File: config.mk
export PLATFORM = sky130hd
export DESIGN_NAME = ring_ram_bridge
export DESIGN_NICKNAME = d
export VERILOG_FILES = /design/src/rtl/ring_bus_pkg.sv /design/src/rtl/ram_port_pkg.sv /design/src/rtl/ring_ram_bridge.sv
export VERILOG_INCLUDE_DIRS = /design/src /design/src/include
export SDC_FILE = /design/constraint.sdc
export NUM_CORES = 1
export LEC_CHECK = 0
export ABC_AREA = 1
export BUFFER_PORTS_ARGS = -buffer_cell sky130_fd_sc_hd__buf_2
export CAP_MARGIN = 20
export CELL_PAD_IN_SITES_DETAIL_PLACEMENT = 1
export CELL_PAD_IN_SITES_GLOBAL_PLACEMENT = 1
export CORE_ASPECT_RATIO = 0.5
export CORE_MARGIN = 1
export CORE_UTILIZATION = 30
export CTS_BUF_LIST = sky130_fd_sc_hd__clkbuf_16
export DETAILED_ROUTE_END_ITERATION = 6
export GPL_ROUTABILITY_DRIVEN = 1
export HOLD_SLACK_MARGIN = 0.05
export MAX_ROUTING_LAYER = met4
export PLACE_DENSITY_LB_ADDON = 0.12
export RECOVER_POWER = 50
export SYNTH_ARGS = -nofsm -noshare
export SYNTH_HDL_FRONTEND = slang
export SYNTH_SLANG_ARGS = --single-unit
File: constraint.sdc
create_clock -name CLK -period 8.06 [get_ports CLK]
set_input_delay 0.403 -clock CLK [delete_from_list [all_inputs] [get_ports CLK]]
set_output_delay 0.403 -clock CLK [all_outputs]
set_load 0.05 [all_outputs]
File: src/include/ring_defines.svh
// Ring memory subsystem constants
// Address windows of the two RAM bridges and the RAM depth

`ifndef RING_DEFINES_SVH
`define RING_DEFINES_SVH

// Address bits that every bridge compares against its base
// The low 16 bits select a location inside a window
`define RING_ADDR_MASK 32'hFFFF_0000

// Window base of the first bridge on the ring
`define RING_BASE0 32'h0001_0000

// Window base of the second bridge on the ring
`define RING_BASE1 32'h0002_0000

// Width of the word index into each private RAM
// Eight bits give 256 words of 32 bits per bridge
`define RAM_INDEX_BITS 8

`endif

File: src/rtl/ring_bus_pkg.sv
// Ring bus types
// Packet layout on the ring and the host command and response records

package ring_bus_pkg;

  // Byte address as carried on the ring and from the host
  typedef logic [31:0] addr_t;

  // One data word, write data going out and read data coming back
  typedef logic [31:0] data_t;

  // Byte enables, bit 0 covers bits 7:0 of the data word
  typedef logic [3:0] mask_t;

  // Transaction tag stamped by the master on every packet
  typedef logic [7:0] tag_t;

  // Ring packet of 79 bits
  // Field order matches the legacy flat layout with valid in bit 78
  // and the address in bits 31:0
  typedef struct packed {
    logic  valid;
    logic  write;
    logic  ack;
    tag_t  tag;
    mask_t mask;
    data_t data;
    addr_t addr;
  } ring_pkt_t;

  // Host command of 69 bits, presented for one cycle with cmd_stb
  typedef struct packed {
    logic  write;
    addr_t addr;
    mask_t mask;
    data_t data;
  } host_cmd_t;

  // Host response of 74 bits, presented for one cycle with rsp_stb
  // A clear ack means that no bridge claimed the address
  // The data field holds the word read from RAM, which for a write
  // is the value the word had before it was written
  typedef struct packed {
    logic  write;
    logic  ack;
    tag_t  tag;
    addr_t addr;
    data_t data;
  } host_rsp_t;

endpackage

File: src/rtl/ram_port_pkg.sv
// RAM port types
// Request record from a bridge to its private RAM and the word formats

`include "ring_defines.svh"

package ram_port_pkg;

  // Word index into a RAM, the byte address divided by four
  typedef logic [`RAM_INDEX_BITS-1:0] ram_index_t;

  // One RAM word
  typedef logic [31:0] ram_word_t;

  // Byte lane write enables of a RAM word
  typedef logic [3:0] ram_mask_t;

  // Request from a bridge to its RAM
  // The RAM acts on it in the same cycle that cs is high
  typedef struct packed {
    logic       cs;
    logic       we;
    ram_index_t index;
    ram_mask_t  mask;
    ram_word_t  wdata;
  } ram_req_t;

endpackage

File: src/rtl/ring_ram_bridge.sv
// Ring to RAM bridge
// Claims packets inside its address window and turns them into RAM accesses

`timescale 1ns/10ps
`include "ring_defines.svh"

module ring_ram_bridge #(
  parameter ring_bus_pkg::addr_t ADDR_BASE = `RING_BASE0
) (
  input  logic                    CLK,
  input  logic                    RST,
  input  ring_bus_pkg::ring_pkt_t ring_in,
  output ring_bus_pkg::ring_pkt_t ring_out,
  output ram_port_pkg::ram_req_t  ram_req,
  input  ram_port_pkg::ram_word_t ram_rdata
);
  import ring_bus_pkg::*;
  import ram_port_pkg::*;

  // Only the masked address bits take part in the window compare
  localparam addr_t WIN_MASK = `RING_ADDR_MASK;
  localparam addr_t WIN_BASE = ADDR_BASE & WIN_MASK;

  // First stage holds the packet while the RAM is accessed
  ring_pkt_t pkt_s1;
  // Second stage lines up with the RAM read data
  ring_pkt_t pkt_s2;
  // Packet as it will leave on the ring
  ring_pkt_t pkt_merged;
  ring_pkt_t pkt_out;

  logic       match_s1;
  logic       match_s2;
  ram_index_t word_index;

  // A packet is ours when it is valid and falls inside the window
  assign match_s1 = pkt_s1.valid && ((pkt_s1.addr & WIN_MASK) == WIN_BASE);

  // Bits 1:0 select a byte and are covered by the mask instead
  assign word_index = pkt_s1.addr[`RAM_INDEX_BITS+1:2];

  // The RAM request comes straight off the first stage register
  // so the read data is ready exactly when the packet reaches stage two
  always_comb
  begin
    ram_req.cs    = match_s1;
    ram_req.we    = pkt_s1.write;
    ram_req.index = word_index;
    ram_req.mask  = pkt_s1.mask;
    ram_req.wdata = pkt_s1.data;
  end

  // A claimed packet returns with ack set and the RAM word in its data
  // Anything else, including empty slots, passes through untouched
  always_comb
  begin
    pkt_merged = pkt_s2;
    if (match_s2)
    begin
      pkt_merged.ack  = 1'b1;
      pkt_merged.data = ram_rdata;
    end
  end

  // Three register stages from ring_in to ring_out
  always_ff @(posedge CLK or posedge RST)
  begin
    if (RST)
    begin
      pkt_s1   <= '0;
      pkt_s2   <= '0;
      match_s2 <= 1'b0;
      pkt_out  <= '0;
    end
    else
    begin
      pkt_s1   <= ring_in;
      pkt_s2   <= pkt_s1;
      match_s2 <= match_s1;
      pkt_out  <= pkt_merged;
    end
  end

  // Each node drives the next link only from its own register
  assign ring_out = pkt_out;

endmodule

=== Yosys cells after proc, flatten, opt, wreduce, memory -nomap -nowiden ===
Index checks and enable logic that the tools add are counted.

* $add $sub $neg: 0
* $mul: 0
* Div/mod/pow operators: 0
* Magnitude comparators: 0
* Eq/ne operators: 1
* Shift-type cells: 0
* Multiplexer cells: 2
* Bitwise operators: 0
* Reduce and logical (&&, ||, !) cells: 1

{| class="wikitable"
|+ Operators with widths
! cell !! number
|-
| $mux W32 || 1
|-
| $eq A16 B1 Y1 const B || 1
|-
| $logic_and A1 B1 Y1 || 1
|-
| $mux W1 || 1
|}

* Register bits: 238
* Latch bits: 0
* RAM bits: 0
* Memory bits (read-only): 0
* Memories kept: 0

=== Depth between registers and ports, before layout ===
Gate-level depths: netlist of the first run.

* Depth after elaboration: 2
* Depth in mapped cells: 6

=== Least setup slack after synthesis of the first run ===
OpenSTA, ideal clock, no wires.

* Path kind: register -> output
* From: register pkt_s1[29] in the netlist's numbering
* To: output ram_req[45] in the netlist's numbering
* Data arrival time: 934 ps
* Path slack: 6723 ps
* Cell stages (with the launch flop): 7
* Buffers on the path: 1
* Cell sequence: dfrtp_1 > nor2_1 > nand2_1 > nor2_1 > nand2_1 > nor2_1 > buf_4

* Word-level cells in the longest chain between the ends: 2

{| class="wikitable"
|+ Ends and longest elaborated chain
! element !! line !! source
|-
| start: declaration || ring_ram_bridge.sv:25 || <nowiki>ring_pkt_t pkt_s1;</nowiki>
|-
| start signal: assignment || ring_ram_bridge.sv:77 || <nowiki>pkt_s1 <= ring_in;</nowiki>
|-
| $eq A16 B1 Y1 || ring_ram_bridge.sv:37 || <nowiki>assign match_s1 = pkt_s1.valid && ((pkt_s1.addr & WIN_MASK) == WIN_BASE);</nowiki>
|-
| $logic_and A1 B1 Y1 || ring_ram_bridge.sv:37 ||
|-
| end: declaration || ring_ram_bridge.sv:14 || <nowiki>output ram_port_pkg::ram_req_t ram_req,</nowiki>
|}

No other way between the ends.

==> flow_summary.toml, run 1 <==
[run_status]
status = "finished with violations"
violations = "capacitance limit, slew limit"

[timing]
period_needed_ns = 4.15
max_freq_mhz = 241
finalSetupViolations = 0
hold_viol = 0
fin_crit_sh_pct = 51.5
fin_tns_setup_ns = 0
tightest_slew_ns = 5.62
hold_ws_ns = 0.0941
rsz0062_at_grt = "no"
drv_slew = 132
fin_ws_ns = 3.91
slew_headroom_pct = -277
skew_ns = 0.0109

[detailed_routing]
via_per_inst = 3.81
drt_pass1_iterations = 4
ant_nets = 0
routed_wl_mm = 15.1
dr.first_iter.drc_count = 256
num_vias = 3848
routedWlPerCell_um = 15.0
drc_errors = 0

[final_layout]
drive_gt1_share_pct = 38.4
final_util_pct = 43.1
diodes = 0
fin_nets = 807
syn_to_final_growth_pct = 39.1

[floorplanning]
io_pins = 238
die_h_um = 108
dieArea_mm2 = 0.0233
die_width_um = 215
rows = 38
coreArea_mm2 = 0.0220
start_util_pct = 31.0

[logic_synthesis]
synth_top_area_share_pct = 87.5
synth_mux_area_share_pct = 0
synth_seq_area_share_pct = 87.5
synth_edf_count = 0
synth-adder-area-share_pct = 0
synth_top_family_by_area = "buffers and inverters"
synth_top_cell_by_area = "dfrtp_1"
yosys.area_share.simple_pct = 6.20
ys_types = 10
ys_top_cells_by_count = "238 x dfrtp_1, 99 x nand2_1, 49 x buf_4, 8 x nor2_1, 4 x buf_6"
synthCells = 404
synth_async_sr_flop_share_pct = 100
syn_avg_cell_area_um2 = 16.8
yosysWarnings = 0
synth-main-ff-cell = "dfrtp_1"
synth_xor_area_share_pct = 0
synth_compound_area_share_pct = 0
netlist_top_cells_area = "dfrtp_1 88%, nand2_1 5.5%, buf_4 5.4%"
syn-num-nets = 517
synth-seq-cells = 238
synth.most_common_cell = "dfrtp_1"
syn-cell-area_mm2 = 0.00680

[worst_setup_path]
critical_path_class = "input pin to asynchronous set/reset pin"
critical-path-top-delay-family = "buffers and inverters"
slowest_delay_ns = 3.08
start_kind = "input pin"
crit_path_end_kind = "asynchronous set/reset pin"
rr_endpoint = "ring_out[59]$_DFF_PP0_"
cp_slowest_cell = "clkinvlp_2"
crit_chain = "buf_2 -> clkinvlp_2"
r2r_setup_slack_ns = 6.75
worstPathArrival_ns = 3.73
crit_path_max_fanout = 131
r2r-start = "match_s2$_DFF_PP0_"
path_buf_inv = 2
reg2regPathDepth = 4
critPathRequiredTime_ns = 7.64

[clock_network]
clk_latency_ns = 0.50
cts_tree = "done"
clock-sinks = 238
htree_num_levels = 1
cts.clk_slew.worst_paths_ns = 0.06
holdBufCountCts = 79
ctsResizeCount = 0
cts_root_buf = "clkbuf_16"
clock_path_buffers = 3
cts_made_buffers = 22
cts_setup_buffers = 0

[hold_path]
hold_start = "ram_rdata[5]"
hold_depth = 3
hold-path-endpoint = "ring_out[37]$_DFF_PP0_"
hold_class = "input pin to flip-flop"

[pwr]
power_leakage_uw = 0.00472
swShare_pct = 24.6
p_int_uw = 1900
ir_worst_vdd_mv = 0.140
pwr-share-seq_pct = 50.4
power_switching_uw = 623
pwr-share-clk_pct = 40.0
comb_power_share_pct = 9.6
fin_total_pwr_uw = 2530
pwr_density_cell_mw_per_mm2 = 267

[global_route]
grt_start_max_net_pins = 132
grt-ovfl-total = 0
antenna_found_initial = 0
grt_util_all_layers_pct = 13.4
grt_pass1_vias = 4238
grt_pass1_wl_mm = 23.1

[placed_design]
pre_cts_ws_ns = 6.08
place_congestion = 0.718
io_buffers = 237
hpwl_mm = 9.58

[run]
drv_cap = 1
[layout by cell type (no fill, tap or decap), types with 2 or more instances in the layout]
cell             n
nor2_1           8
nand2_1         99
clkbuf_16       23
inv_1            9
dfrtp_1        238
dlygate4sd3_1   79
buf_2          236
bufinv_16        2
clkinv_2         3
buf_4            3
[sequential cells by signal, summed over array words and instances (netlist names)]
signal and cells:
ring_out 79, pkt_merged 46, ram_req 45, pkt_s1 34, pkt_s2 33, match_s2 1
[metal layers]
metal / vias to the layer above / GRT usage (%) / part of all wire (%)
li1: 1768 / - / -
met1: 1957 / 15.5 / 40
met2: 92 / 22.9 / 53
met3: 31 / 3.71 / 4.7
met4: 0 / 4.05 / 2.3
met5: - / - / 0
[through the flow]
step,std cells,cell area [um^2]
after detailed placement,891,7980
after CTS,1009,9470
after global routing,1009,9470
final,1009,9470
after global placement,891,7980
after floorplan,404,6800
[worst max-delay path by stage]
stage	startpoint	end	slack, ns	depth (start not counted)
after CTS	pkt_s1[23]$_DFF_PP0_	ram_req[45]	5.83	6
final	RST	pkt_s1[78]$_DFF_PP0_	3.91	2
after global routing	RST	pkt_s1[25]$_DFF_PP0_	2.98	2
after detailed placement	RST	ram_req[35]$_DFF_PP0_	6.08	3
after floorplan	RST	match_s2$_DFF_PP0_	1.13	1
after global placement	RST	ram_req[25]$_DFF_PP0_	6.13	3
[layout make-up]
| class | instances | area (um^2) |
|---|---|---|
| Multi-Input combinational cell | 110 | 422 |
| Tap cell | 300 | 375 |
| Clock buffer | 23 | 576 |
| Fill cell | 2332 | 12500 |
| Inverter | 3 | 15.0 |
| Sequential cell | 238 | 5960 |
| Timing Repair Buffer | 319 | 2000 |
| Clock inverter | 16 | 125 |
[power by group through the flow]
stage          Sequential (uW)  Combinational [uW]  Clock, uW
4_1_cts                   1280                 246       1060
5_1_grt                   1280                 257       1100
3_5_place_dp              1300                 215          0
2_1_floorplan             1370                84.3          0
3_3_place_gp              1300                 213          0
6_report                  1270                 242       1010
[cell families (layout without fill, tap and decap cells)]
kind of cell | Yosys count | after routing
buffers and inverters | 56 | 361
and+or+nand+nor | 110 | 110
DFF | 238 | 238
Note: power is estimated with default switching activity, not from simulation.
==> inputs of run 2 (changes only) <==
==> constraint.sdc (replaced) <==
create_clock -name CLK -period 3.6 [get_ports CLK]
set_input_delay 0.18 -clock CLK [delete_from_list [all_inputs] [get_ports CLK]]
set_output_delay 0.18 -clock CLK [all_outputs]
set_load 0.05 [all_outputs]
==> flow_summary.toml, run 2 (same netlist as run 1, synthesis figures left out) <==
[timing]
hold_viol = 0
fin_crit_sh_pct = 57.5
finalSetupViolations = 0
rsz0062_at_grt = "no"
fin_tns_setup_ns = 0
tightest_slew_ns = 1.21
skew_ns = 0.00763
max_freq_mhz = 483
period_needed_ns = 2.07
drv_slew = 0
slew_headroom_pct = 19.3

[worst_setup_path]
critical_path_class = "input pin to asynchronous set/reset pin"
slowest_delay_ns = 0.96
path_buf_inv = 4
reg2regPathDepth = 3
crit_path_max_fanout = 25
crit_path_end_kind = "asynchronous set/reset pin"
start_kind = "input pin"
crit_chain = "dlygate4sd3_1 -> clkbuf_1 -> clkinvlp_2 -> clkbuf_1"
crit_cells = 4
worstPathArrival_ns = 2.49
cpMostUsedCell = "clkbuf_1"
critical-path-top-delay-family = "buffers and inverters"
cp_slowest_cell = "clkbuf_1"
critPathRequiredTime_ns = 4.03

[detailed_routing]
num_vias = 4019
dr.first_iter.drc_count = 189
routedWlPerCell_um = 14.9
via_per_inst = 3.85
drt_pass1_iterations = 3
ant_nets = 0
routed_wl_mm = 15.6
drc_errors = 0

[clock_network]
clock-sinks = 238
clk_latency_ns = 0.50
htree_num_levels = 1
cts_made_buffers = 22
clock_path_buffers = 3
cts.clk_slew.worst_paths_ns = 0.06
cts_root_buf = "clkbuf_16"
cts_tree = "done"

[floorplanning]
io_pins = 238
dieArea_mm2 = 0.0233
die_h_um = 108
start_util_pct = 31.0
coreArea_mm2 = 0.0220
rows = 38
die_width_um = 215

[placed_design]
io_buffers = 237
place_congestion = 0.703
placed_cells = 893
hpwl_mm = 9.80

[final_layout]
largest_reg_flops = 79
fin_nets = 842
drive_gt1_share_pct = 36.1
final_cells = 1045
syn_to_final_growth_pct = 45.1
final_common_cell = "dfrtp_1"
fillCellCount = 2294
diodes = 0
layout_common_cells = "238 x dfrtp_1, 232 x buf_2, 112 x dlygate4sd3_1"

[global_route]
antenna_found_initial = 0
grt_util_all_layers_pct = 14.1
grt-ovfl-total = 0
grt_pass1_wl_mm = 24.4
grt_start_max_net_pins = 99
grt_pass1_vias = 4518

[pwr]
power_leakage_uw = 0.00485
pwr_density_cell_mw_per_mm2 = 592
ir_worst_vdd_mv = 0.272

[hold_path]
hold_class = "input pin to flip-flop"
hold_depth = 2

[run_status]
status = "complete, no violations"

[run]
drv_cap = 0
==> run 2: changes by cell type in the layout (fill, tap and decap cells not counted), sizes merged <==
cell / previous run / this run
clkbuf: 24 / 30
clkinv: 5 / 11
dlygate4sd3: 79 / 112
bufinv: 2 / 4
buf: 239 / 235
inv: 10 / 3
==> run 2: path summary, 6_finish.rpt <==
path,from,to,slack [ns]
worst max register to register,match_s2$_DFF_PP0_,ring_out[57]$_DFF_PP0_,2.10
min in group asynchronous,RST,pkt_s1[26]$_DFF_PP0_,0.45
max in group CLK,pkt_s1[29]$_DFF_PP0_,ram_req[45],1.64
worst min-delay path,ring_in[68],pkt_s1[68]$_DFF_PP0_,0.31
worst min register to register,pkt_merged[70]$_DFF_PP0_,ring_out[70]$_DFF_PP0_,0.34
worst max-delay path,RST,ram_req[13]$_DFF_PP0_,1.53
==> run 2: stage by stage <==
stage          power, uW  hold slack [ns]  setup WS, ns  cell area (um^2)  utilization [%]
3_3_place_gp        3380            0.273          2.06              8020             36.5
5_1_grt             6100            0.295          1.12              9880             45.0
4_1_cts             5960            0.280          1.56              9890             45.0
3_5_place_dp        3390            0.277          2.01              8020             36.5
2_1_floorplan       3250            0.211         0.300              6810                -
6_report            5850            0.311          1.53              9880             45.0
==> run 2: layout make-up <==
type	count	area, um^2	share of cell area, %
clock inverters	17	176	1.79
repair buffers	354	2360	23.9
flip-flops and latches	238	5960	60.3
inverters	3	15.0	0.152
well taps	300	375	3.80
multi-input cells	110	422	4.27
clock buffers	23	576	5.83
==> run 2: repair_timing <==
item                                   CTS  global route
resized for setup                        0             0
setup buffers                            0             0
hold buffers                           112             0
endpoints found under the hold margin  132             0
==> run 2: power by group <==
group | leakage [uW] | internal [uW] | switching (uW)
logic | 0.00171 | 182 | 393
clock network | 0.000370 | 1440 | 980
registers | 0.00278 | 2810 | 43.5
==> run 2: routing by layer <==
layer | vias to the layer above | part of all wire, % | global-route usage (%)
met5 | - | 0 | -
met4 | 0 | 1.3 | 3.14
met3 | 18 | 4.1 | 3.60
met2 | 89 | 54 | 24.3
met1 | 2073 | 41 | 16.7
li1 | 1839 | - | -
