File: config.mk
export PLATFORM = sky130hd
export DESIGN_NAME = ring_master
export DESIGN_NICKNAME = d
export VERILOG_FILES = /design/src/rtl/ring_bus_pkg.sv /design/src/rtl/ring_master.sv
export SDC_FILE = /design/constraint.sdc
export NUM_CORES = 1
export LEC_CHECK = 0
export BUFFER_PORTS_ARGS = -buffer_cell sky130_fd_sc_hd__buf_2
export CAP_MARGIN = 0
export CORE_ASPECT_RATIO = 0.75
export CORE_MARGIN = 8
export CORE_UTILIZATION = 49
export DETAILED_ROUTE_END_ITERATION = 6
export PLACE_DENSITY_LB_ADDON = 0.05
export SLEW_MARGIN = 20
export SYNTH_ARGS = -nofsm -noshare
export SYNTH_HDL_FRONTEND = slang
export SYNTH_SLANG_ARGS = --single-unit
File: constraint.sdc
create_clock -name CLK -period 12.8 [get_ports CLK]
set_input_delay 0 -clock CLK [delete_from_list [all_inputs] [get_ports CLK]]
set_output_delay 0 -clock CLK [all_outputs]
set_load 0.01 [all_outputs]
File: src/rtl/ring_bus_pkg.sv
// Ring bus types
// Packet layout on the ring and the host command and response records

package ring_bus_pkg;

  // Byte address as carried on the ring and from the host
  typedef logic [31:0] addr_t;

  // One data word, write data going out and read data coming back
  typedef logic [31:0] data_t;

  // Byte enables, bit 0 covers bits 7:0 of the data word
  typedef logic [3:0] mask_t;

  // Transaction tag stamped by the master on every packet
  typedef logic [7:0] tag_t;

  // Ring packet of 79 bits
  // Field order matches the legacy flat layout with valid in bit 78
  // and the address in bits 31:0
  typedef struct packed {
    logic  valid;
    logic  write;
    logic  ack;
    tag_t  tag;
    mask_t mask;
    data_t data;
    addr_t addr;
  } ring_pkt_t;

  // Host command of 69 bits, presented for one cycle with cmd_stb
  typedef struct packed {
    logic  write;
    addr_t addr;
    mask_t mask;
    data_t data;
  } host_cmd_t;

  // Host response of 74 bits, presented for one cycle with rsp_stb
  // A clear ack means that no bridge claimed the address
  // The data field holds the word read from RAM, which for a write
  // is the value the word had before it was written
  typedef struct packed {
    logic  write;
    logic  ack;
    tag_t  tag;
    addr_t addr;
    data_t data;
  } host_rsp_t;

endpackage

File: src/rtl/ring_master.sv
// Ring master
// Turns host commands into tagged ring packets and returning packets into responses

`timescale 1ns/10ps

module ring_master (
  input  logic                    CLK,
  input  logic                    RST,
  input  logic                    cmd_stb,
  input  ring_bus_pkg::host_cmd_t cmd,
  output logic                    rsp_stb,
  output ring_bus_pkg::host_rsp_t rsp,
  output ring_bus_pkg::ring_pkt_t ring_out,
  input  ring_bus_pkg::ring_pkt_t ring_in
);
  import ring_bus_pkg::*;

  // Tag for the next accepted command, wraps after 255
  tag_t tag_cnt;

  // Packet to be launched at the next edge
  ring_pkt_t pkt_next;
  // Response built from the packet now arriving on ring_in
  host_rsp_t rsp_next;

  // The master is the only source of packets on the ring
  // Every packet that comes back is retired here, so the slot it
  // leaves behind is always empty and a command can go out every cycle
  always_comb
  begin
    pkt_next = '0;
    if (cmd_stb)
    begin
      pkt_next.valid = 1'b1;
      pkt_next.write = cmd.write;
      // Bridges set ack when they claim the address
      pkt_next.ack   = 1'b0;
      pkt_next.tag   = tag_cnt;
      pkt_next.mask  = cmd.mask;
      pkt_next.data  = cmd.data;
      pkt_next.addr  = cmd.addr;
    end
  end

  // Returning fields go to the host as they are
  // An unclaimed packet still carries the data it was sent with
  always_comb
  begin
    rsp_next.write = ring_in.write;
    rsp_next.ack   = ring_in.ack;
    rsp_next.tag   = ring_in.tag;
    rsp_next.addr  = ring_in.addr;
    rsp_next.data  = ring_in.data;
  end

  // Launch side with the tag counter
  always_ff @(posedge CLK or posedge RST)
  begin
    if (RST)
    begin
      ring_out <= '0;
      tag_cnt  <= '0;
    end
    else
    begin
      ring_out <= pkt_next;
      if (cmd_stb)
      begin
        tag_cnt <= tag_cnt + tag_t'(1);
      end
    end
  end

  // Retire side
  // The strobe follows the valid bit of the incoming slot
  always_ff @(posedge CLK or posedge RST)
  begin
    if (RST)
    begin
      rsp_stb <= 1'b0;
      rsp     <= '0;
    end
    else
    begin
      rsp_stb <= ring_in.valid;
      if (ring_in.valid)
      begin
        rsp <= rsp_next;
      end
    end
  end

endmodule

After elaboration in Yosys (flattened, before gate mapping) --
Index checks and enable logic that the tools add are counted.
Word-level totals: register bits after elaboration 162, output and inout bits 154, logic and storage cells 16
Cells by class: add/subtract/negate cells 1, mux-type cells 1
Operator list (number):
- $mux W79 | 1
- $add A8 B1 Y8 const B | 1

Depth between registers and ports, before layout --
Gate-level depths: netlist of run 1.
depth after elaboration 1, depth in mapped cells 5, mapped depth without buffers 4

Worst setup path after synthesis of run 1 --
OpenSTA, ideal clock, no wires.
kind register to register, from register tag_cnt[0], to register tag_cnt[1], setup time 0.125 ns, arrival time 0.916 ns, data required time 12.675 ns, slack 11.759 ns, stages on the path, launching flop included 3, period minus slack after synthesis 1.041 ns, path through dfrtp_1 > ha_1 > mux2_2
Between the ends: word-level cells in the longest chain between the ends 1
Ends and longest elaborated chain:
- from (decl) | RTL line ring_master.sv:19 | tag_t tag_cnt;
- from (signal assigned) | RTL line ring_master.sv:69 | tag_cnt <= tag_cnt + tag_t'(1);
- $add A8 B1 Y8 | RTL line ring_master.sv:69
Every way passes these cells. A chain may end at the register's enable or synchronous reset.

==> impl_results.md, run 1 <==
- CP Capture Type: asynchronous set/reset pin
- Cell variety after synth: 19
- Period Utilization, post-route: a little over an eighth
- Hold WS: approximately 0.13 ns
- Register bit total from synthesis: 161
- Slew headroom: 40.3%
- Via density: 4.60
- Final hold vios: 0
- RePlAce Congestion: approximately 0.8
- DIE AREA: 15,800 um2
- Post-Route Utilization: 81.5%
- Skew final: between 0.005 and 0.006 ns
- Slew Viols, Final: 0
- Skew-Pair Late Insertion Delay: 0.41 ns
- Critical Setup Path Class: input port to asynchronous set/reset pin
- Clk slew on worst S/H paths: 0.06 ns
- RSZ-0062 raised after global routing: no
- Max VDD drop: 0.106 mV
- Die X: 143 um
- Startpoint types: input port
- Antenna violations before repair: 5
- Reg2reg start: tag_cnt[0]
- Synthesis warning total: 0
- CP Data Required Time: approximately 13 ns
- Detailed Place HPWL: 11.6 mm
- Layout cells sized above 1: 50.6%
- Max Cap Viol: 0
- Effective utilization at floorplan: about half
- All-layer global routing usage: 24.1%
- CTS max path bufs: 2
- R2r setup slk: 11.64 ns
- Status: finished, final reports clean
- Critical Path Start: RST
- Gate Count Post-Synth: around 350
- Syn avg cell area: between 15 and 20 um2
- Final min period: 1.74 ns
- DRT iter0 DRCs: about 190
- Worst hold path type: input port to register
- Mean routed wirelength per cell: between 15 and 20 um
- P&R area growth vs syn: 61.5%
- Total power: 1.32 mW
- Cell area after synthesis: 5880 um2
- Post-synth top area cell: dfrtp_1
- CTS H-Tree Depth: 4
- Max frequency: about 580 MHz
- PostCTS Resize Cnt: 0
- CP max FO: 87
- CTS Sinks: 161
- Die Ht: between 100 and 150 um
- Core area: 11,700 um2
- Slew @ Worst Pin: 0.895 ns
- Seq/Total Area, Yosys: 68.5%
- Area after DPL: about 7500 um2
- Clock Tree Root: clkbuf_16
- Pwr dens: 139 nW/um2
- CTS tree: done
- CP endpoint: ring_out[10]
- Routed Antenna Nets: 0
- DRT Pass-1 Iters: 4
- CTS Buf Count: 17
- # port buffers: around 300
- Layout Nets: 950
- First-pass GRT wire length: just under 30 mm
- Ports: 305
- Total grt overflow: 0
- Top-area cell type share of the netlist area: 68.5%
- Lkg Pwr: 4.95 nW
- Syn_nets: approximately 500
- Reg2Reg Depth: 4
- WL final: 18.8 mm
- FP Rows: 34
- Setup_tns: 0 ns
- Post-layout instance area: approximately 9500 um2
- Vias in the first global route: 5,070
- Reg-to-Reg End: tag_cnt[6]
- Via count: 4,503
- Largest net degree at the start of global routing: 88
- Crit path arrival time: 2.15 ns
- Post-route DRC: 0
- Final setup viols: 0
- Top cells by area, synth: dfrtp_1 (68%), mux2_4 (15%), and2_1 (8.2%)
## layout by cell type, fill, tap and decap left out, types with 3 or more instances in the layout
cell and count:
xor2_1 4, clkinv_4 3, nand2_1 3, buf_4 4
dlygate4sd3_1 144, mux2_4 60, clkbuf_1 3, mux2_2 15
xnor2_1 3, buf_2 298, and2_1 77, diode_2 5
clkbuf_16 17, dfrtp_1 161
## sequential cells by signal, indices dropped and copies added, names as in the netlist
| register | flops |
|---|---|
| rsp | 74 |
| tag_cnt | 8 |
| rsp_stb | 1 |
| ring_out | 78 |
## worst max-delay path, stage by stage
cell           delay [ns]
dlygate4sd3_1        0.56
buf_2                0.16
inv_6                0.54
buf_4                0.84
## worst min-delay path by stage
| stage | to | slack [ns] | from | cells past startpoint |
|---|---|---|---|---|
| final | rsp[10] | 0.13 | ring_in[78] | 2 |
| after global routing | rsp[27] | 0.12 | ring_in[78] | 2 |
| after CTS | rsp[27] | 0.11 | ring_in[78] | 2 |
| after detailed placement | rsp[39] | 0.20 | RST | 2 |
| after global placement | rsp[39] | 0.19 | RST | 2 |
| after floorplan | ring_out[78] | 0.03 | cmd_stb | 0 |
## cell usage after synthesis
master,count
and2_1,77
buf_2,8
buf_4,1
buf_6,8
buf_8,1
conb_1,1
dfrtp_1,161
ha_1,1
inv_1,1
mux2_2,15
mux2_4,60
nand2_1,3
nand3_1,2
nand3_2,1
nand4_4,1
nor2_1,2
nor3_2,1
xnor2_1,3
xor2_1,4
## report_power, final
part / internal, mW / switching (mW)
clock: 0.300 / 0.202
sequential: 0.560 / 0.0328
combinational: 0.124 / 0.0979
## what timing repair did
action                    4_1_cts  5_1_grt
hold endpoints to repair      229        0
hold buffers                  144        0
buffers inserted                0        0
## final cells by class
cell class	instances	area, um2
sequential	161	4030
timing repair buffer	446	2960
fill	650	2150
multi-input combinational	171	1700
clock buffer	22	464
tap	162	203
clock inverter	10	126
antenna	5	12.5
inverter	1	8.76
## routing by layer
metal,track usage [%],routed length (um),vias up
met5,0,0,-
met4,8.47,376,0
met3,10.7,1860,29
met2,41.3,9630,196
met1,25.7,6950,2231
li1,-,-,2047
## metrics by stage
step                cells  setup slack (ns)
floorplan             351              8.45
global placement      797             11.12
detailed placement    797             11.09
CTS                   973             11.01
global route          978             10.75
finish                978             11.06
## kinds of logic (layout without fill, tap and decap cells)
logic type,Yosys count,count (layout),synth area share (%)
fa+ha+maj,1,1,0.213
simple gates,87,87,9.38
other cells,1,6,0.0637
buf+inv,19,479,2.66
xor+xnor,7,7,1.04
flops,161,161,68.5
mux,75,75,18.2
Power figures use the tool's default switching activity.
==> inputs of run 2 (changes only) <==
- CORE_UTILIZATION: 49 -> 41
- clock period: 12.8 -> 1.5 ns (I/O delays scaled with it)
==> run 2 against run 1 <==
Global-route usage down 4.7 points. Utilization down 14 points. Die area up 17%. Clock power rose to 8.6 times the previous value. Hold slack worse by 0.079 ns. Largest cell class unchanged. Largest power group unchanged. Highest routed layer unchanged.
==> impl_results.md, run 2 (same netlist as run 1, synthesis figures left out) <==
- Largest Register: ring_out
- Critical Setup Path Class: register to register
- Net switching power figure: 2.74 mW (+720%)
- DRT iter0 DRCs: 172 (-9.9%)
- Routed Antenna Nets: 0 (unchanged)
- Crit path arrival time: 1.45 ns (-0.70 ns)
- Startpoint types: register
- Slew Viols, Final: 0 (unchanged)
- Flop pwr share: 44.9% (about the same)
- Crit-path cells: ha_1, nand4_4, nor2_1, xor2_1
- Period Utilization, post-route: between 70% and 80%
- CTS max path bufs: 2 (unchanged)
- CTS Sinks: 161 (unchanged)
- Final hold vios: 0 (unchanged)
- Worst hold path type: input port to register
- Number of fill cells in the layout: 982 (+51%)
- Layout cells sized above 1: 50.7% (+0.12 points)
- Post-route DRC: 0 (unchanged)
- Largest net degree at the start of global routing: 123 (+40%)
- Clock Tree Root: clkbuf_16
- Largest regs: ring_out (78), rsp (74), tag_cnt (8)
- Number of diodes: 0 (-5)
- Commonest non-fill, non-tap cell in the layout: buf_2
- CP Data Required Time: 1.84 ns (-11.37 ns)
- Routed metal-1 wire length: 6.75 mm (-2.9%)
- Met2 Routed Length: 8.58 mm (-11%)
- Die Ht: 120 um (+8.0%)
- Max VDD drop: 0.753 mV (+610%)
- RSZ-0062 raised after global routing: no
- DIE AREA: 18,500 um2 (+17%)
- # port buffers: 299 (unchanged)
- Total grt overflow: 0 (unchanged)
- Detailed Place HPWL: 11.6 mm (+0.24%)
- Max Cap Viol: 0 (unchanged)
- Max reg flops: 78 (unchanged)
- Vias in the first global route: 5,025 (-0.89%)
- Crit path max-delay family: flip-flops
- RePlAce Congestion: 0.755 (-3.6%)
- Post-Route Utilization: 67.4% (-14 points)
- DR WL met3: 1.90 mm (+2.0%)
- CP max stage delay: 0.41 ns (-0.43 ns)
- Clk network pwr share: 38.3% (about the same)
- CTS Buf Count: 17 (unchanged)
- FP Rows: 38 (+12%)
- Storage cell area: 4030 um2 (unchanged)
- Clk slew on worst S/H paths: 0.06 ns (about the same)
- Layout Nets: 956 (+0.63%)
- First-pass GRT wire length: 27.8 mm (-4.4%)
- Switching Share: 24.3% (-0.93 points)
- Status: finished, final reports clean
- Hold WS: 0.0501 ns (-0.0786 ns)
- Comb pwr share: 16.8% (about the same)
- Slew @ Worst Pin: 0.625 ns (-0.270 ns)
- Core area: 14,300 um2 (+22%)
- Skew-Pair Late Insertion Delay: 0.42 ns (about the same)
- CP max FO: 4 (-95%)
- All-layer global routing usage: 19.3% (-4.7 points)
- CTS tree: done
- CTS H-Tree Depth: 4 (unchanged)
- Mean routed wirelength per cell: 17.6 um (-8.4%)
- Pwr dens: 1170 nW/um2 (+740%)
- Slowest-stage cell, CP: dfrtp_1
- Die X: 154 um (+8.3%)
- Area after DPL: 7570 um2 (+1.5%)
- Final setup viols: 0 (unchanged)
- Skew final: 0.00287 ns (-0.00285 ns)
- Internal power: 8.51 mW (+760%)
- WL final: 17.6 mm (-6.6%)
- DRT Pass-1 Iters: 4 (unchanged)
- Lkg Pwr: 4.99 nW (+0.88%)
- Multi-input gate area: 1700 um2 (unchanged)
- Post-CTS Setup Bufs: 0 (unchanged)
- Setup_tns: 0 ns (unchanged)
- Max frequency: 903 MHz
- Via density: 4.41 (-4.3%)
- Critical path buffer and inverter count: 0 (-4)
- Post-layout instance area: 9610 um2 (+1.1%)
- Slew headroom: 58.3% (+18 points)
- CP Capture Type: register
- Top Metal Used: met4
- Via count: 4,393 (-2.4%)
- Effective utilization at floorplan: 41.3% (-9.2 points)
- Antenna violations before repair: 0 (-5)
- Highest-count cells in the layout ignoring fill and taps: buf_2 (298), dfrtp_1 (161), dlygate4sd3_1 (145), and2_1 (77), mux2_4 (60)
- P&R area growth vs syn: 63.3%
- Ports: 305 (unchanged)
- Final min period: roughly 1.1 ns
==> run 2: cell count changes in the layout (fill, tap and decap cells not counted), moves of 3 or more <==
cell      before  now
clkinv_4       3    0
diode_2        5    0
buf_12         0    4
clkinv_2       1    4
==> run 2: final cells by class <==
cell class / instances / share of cell area, %
clock buffer: 22 / 4.73
clock inverter: 10 / 1.39
inverter: 1 / 0.0781
multi-input combinational: 171 / 17.7
sequential: 161 / 41.9
tap: 180 / 2.34
timing repair buffer: 452 / 31.8
==> run 2: what timing repair did <==
item,CTS,global route
hold endpoints to repair,312,0
resized for setup,0,0
hold buffers,145,0
==> run 2: path summary, 6_finish.rpt <==
check	slack, ns	depth (start not counted)	from	end
max	0.39	4	tag_cnt[0]	tag_cnt[6]
min	0.05	2	ring_in[78]	rsp[24]
max reg2reg	0.39	4	tag_cnt[0]	tag_cnt[6]
min reg2reg	0.46	1	tag_cnt[7]	tag_cnt[7]
max in group asynchronous	0.70	4	RST	ring_out[56]
min in group asynchronous	0.32	4	RST	rsp[62]
==> run 2: metal layers <==
metal / vias to the layer above / GRT usage, %
li1: 2049 / -
met1: 2114 / 21.2
met2: 205 / 32.1
met3: 25 / 9.52
met4: 0 / 7.14
met5: - / 0
==> run 2: power groups by stage <==
stage          clock [mW]  sequential (mW)  combinational, mW
2_1_floorplan           0             5.28              0.704
3_3_place_gp            0             5.10               1.57
3_5_place_dp            0             5.12               1.60
4_1_cts              4.43             5.04               1.90
5_1_grt              4.61             5.10               2.05
6_report             4.31             5.05               1.89
==> run 2: metrics by stage <==
stage,setup slack (ns),power [mW],cells
after CTS,0.381,11.4,997
after detailed placement,0.381,6.71,820
after global placement,0.396,6.68,820
after global routing,0.287,11.8,997
after floorplan,-0.543,5.98,351
final,0.392,11.3,997
==> inputs of run 3 (changes only) <==
- clock period: 1.5 -> 0.9 ns (I/O delays scaled with it)
==> run 3 against run 2 <==
Count of clock-buffer cells in the layout stayed put. Largest cell class is now buffers. Non-clock buffer count grew 58. Fmax grew 6.4%. Worst setup slack lost 0.53 ns. Design area up 11%. Critical path type unchanged. The run now ends with hold timing, setup timing left. Sequential power increased by 69%. Routed wire length grew 16%. Utilization increased by 7.6 points. Global-route usage increased by 1.5 points. First-iteration DRC count decreased by 0.58%. Via count grew 8.7%. Clock skew is 0.00092 ns higher.
==> impl_results.md, run 3 (same netlist as run 1, synthesis figures left out) <==
- Vias in the first global route: 5,419 (+7.8%)
- Ports: 305 (unchanged)
- Gr busiest metal: met2
- Flop pwr share: 42.6% (-2.3 points)
- Number of fill cells in the layout: 843 (-14%)
- Detailed Place HPWL: 12.3 mm (+5.6%)
- Die Ht: 120 um (unchanged)
- Post-route setup slack: -0.141 ns (-0.533 ns)
- Multi-input gate area: 1730 um2 (+1.7%)
- Period Utilization, post-route: 116% (+42 points)
- Met1 usage: 21.9% (+0.76 points)
- Critical Setup Path Class: register to register
- GRT met3 Usage: 9.41% (-0.11 points)
- Skew-Pair Late Insertion Delay: 0.42 ns (about the same)
- Post-layout instance area: 10,700 um2 (+11%)
- Effective utilization at floorplan: 41.3% (unchanged)
- Lkg Pwr: 5.44 nW (+8.9%)
- P&R area growth vs syn: 81.8%
- Layout Nets: 1,014 (+6.1%)
- Clk network pwr share: 35.0% (-3.3 points)
- Hold WS: -0.00484 ns (-0.0549 ns)
- Internal power: 14.8 mW (+74%)
- DRT iter0 DRCs: 171 (-0.58%)
- All-layer global routing usage: 20.8% (+1.5 points)
- Comb pwr share: 22.4% (+5.6 points)
- Final Non-Filler Cells: 1,055 (+5.8%)
- Via count: 4,773 (+8.7%)
- Switching Share: 25.7% (+1.4 points)
- CTS tree: done
- Largest Register: ring_out
- Final min period: 1.04 ns (-0.0671 ns)
- Crit path arrival time: 1.34 ns (-0.11 ns)
- Clock Tree Root: clkbuf_16
- Core area: 14,300 um2 (unchanged)
- Largest regs: ring_out (78), rsp (74), tag_cnt (8)
- Max reg flops: 78 (unchanged)
- CP Capture Type: register
- Setup_tns: -5.54 ns (-5.54 ns)
- First-pass GRT wire length: 29.9 mm (+7.4%)
- Clk slew on worst S/H paths: 0.06 ns (about the same)
- Pre-CTS setup slack: -0.128 ns (-0.509 ns)
- Skew final: 0.00379 ns (+0.000919 ns)
- Final hold vios: 1 (+1)
- Pwr dens: 1870 nW/um2 (+59%)
- Net switching power figure: 5.13 mW (+87%)
- Slew Viols, Final: 0 (unchanged)
- Area after DPL: 7740 um2 (+2.2%)
- Antenna violations before repair: 0 (unchanged)
- CTS Buf Count: 17 (unchanged)
- Total grt overflow: 0 (unchanged)
- CTS H-Tree Depth: 4 (unchanged)
- FP Rows: 38 (unchanged)
- CTS Sinks: 161 (unchanged)
- CP max FO: 3 (-1)
- Startpoint types: register
- Post-route DRC: 0 (unchanged)
- Max Cap Viol: 0 (unchanged)
- WL final: 20.3 mm (+16%)
- Number of diodes: 0 (unchanged)
- Die X: 154 um (unchanged)
- # port buffers: 299 (unchanged)
- Max VDD drop: 1.34 mV (+78%)
- Via density: 4.52 (+2.7%)
- Post-Place Cells: 837 (+2.1%)
- Highest-count cells in the layout ignoring fill and taps: buf_2 (212), dfrtp_1 (159), dlygate4sd3_1 (146), buf_6 (101), and2_1 (76)
- Final setup viols: 167 (+167)
- RSZ-0062 raised after global routing: yes
- Routed Antenna Nets: 0 (unchanged)
- R2r setup slk: -0.14 ns (-0.53 ns)
- CP Data Required Time: 1.20 ns (-0.64 ns)
- DIE AREA: 18,500 um2 (unchanged)
- Failing checks: hold timing, setup timing
- Grt met2 use: 36.4% (+4.3 points)
- Status: finished, violations left
- DRT Pass-1 Iters: 4 (unchanged)
- Mean routed wirelength per cell: 19.3 um (+9.2%)
- Layout cells sized above 1: 54.9% (+4.2 points)
- CTS max path bufs: 2 (unchanged)
- Largest net degree at the start of global routing: 42 (-66%)
- RePlAce Congestion: 0.760 (+0.62%)
- Storage cell area: 4030 um2 (about the same)
- Worst hold path type: input port to register
- Max frequency: 961 MHz (+6.4%)
- Commonest non-fill, non-tap cell in the layout: buf_2
-- run 3: cell types whose count changed in the layout (fill, tap and decap cells not counted), moves of 2 or more --
cell,delta
buf_12,+3
buf_2,-86
buf_4,+39
buf_6,+101
bufinv_16,-2
clkbuf_1,-2
clkbuf_8,+2
clkinv_2,-3
clkinvlp_4,+2
dfrtp_1,-2
dfrtp_2,+2
inv_6,+2
-- run 3: path summary, 6_finish.rpt --
kind,startpoint,cells past startpoint,end
max reg2reg,tag_cnt[0],2,tag_cnt[1]
min reg2reg,rsp[56],1,rsp[56]
max,tag_cnt[0],2,tag_cnt[1]
min,ring_in[78],2,rsp[66]
max in group asynchronous,RST,4,rsp[50]
min in group asynchronous,RST,3,ring_out[39]
-- run 3: metal layers --
layer	routed length (um)	part of all wire, %
met1	7520	37
met2	10400	51
met3	1990	9.8
met4	394	1.9
met5	0	0
-- run 3: what timing repair did --
| item | 4_1_cts | 5_1_grt |
|---|---|---|
| hold buffers | 146 | 1 |
| resized for setup | 68 | 54 |
| setup buffers | 23 | 17 |
| setup endpoints to repair | 160 | 181 |
| pin swaps | 2 | 5 |
| endpoints found under the hold margin | 307 | 1 |
-- run 3: cell type report --
type	count	share of cell area [%]
inverters	1	0.0702
repair buffers	510	38.6
flip-flops and latches	161	37.7
well taps	180	2.11
multi-input cells	171	16.2
clock inverters	10	0.936
clock buffers	22	4.43
-- run 3: critical path, cell delays in order (launching register included) --
cell	delay, ns
dfrtp_2	0.44
ha_4	0.24
mux2_4	0.25
-- run 3: power by group through the flow --
stage	clock network, mW	logic [mW]	registers (mW)
floorplan	0	1.18	8.80
global placement	0	2.89	8.48
detailed placement	0	2.92	8.50
CTS	7.11	3.98	8.45
global route	7.47	4.76	8.59
finish	6.99	4.47	8.51
-- run 3: per-stage QoR --
| stage | utilization, % | total power [mW] | hold slack [ns] |
|---|---|---|---|
| finish | 75.0 | 20.0 | -0.00484 |
| global placement | 54.3 | 11.4 | 0.0352 |
| CTS | 72.2 | 19.5 | 0.00961 |
| detailed placement | 54.3 | 11.4 | 0.0348 |
| global route | 75.0 | 20.8 | 0.00467 |
| floorplan | - | 9.98 | 0.0314 |
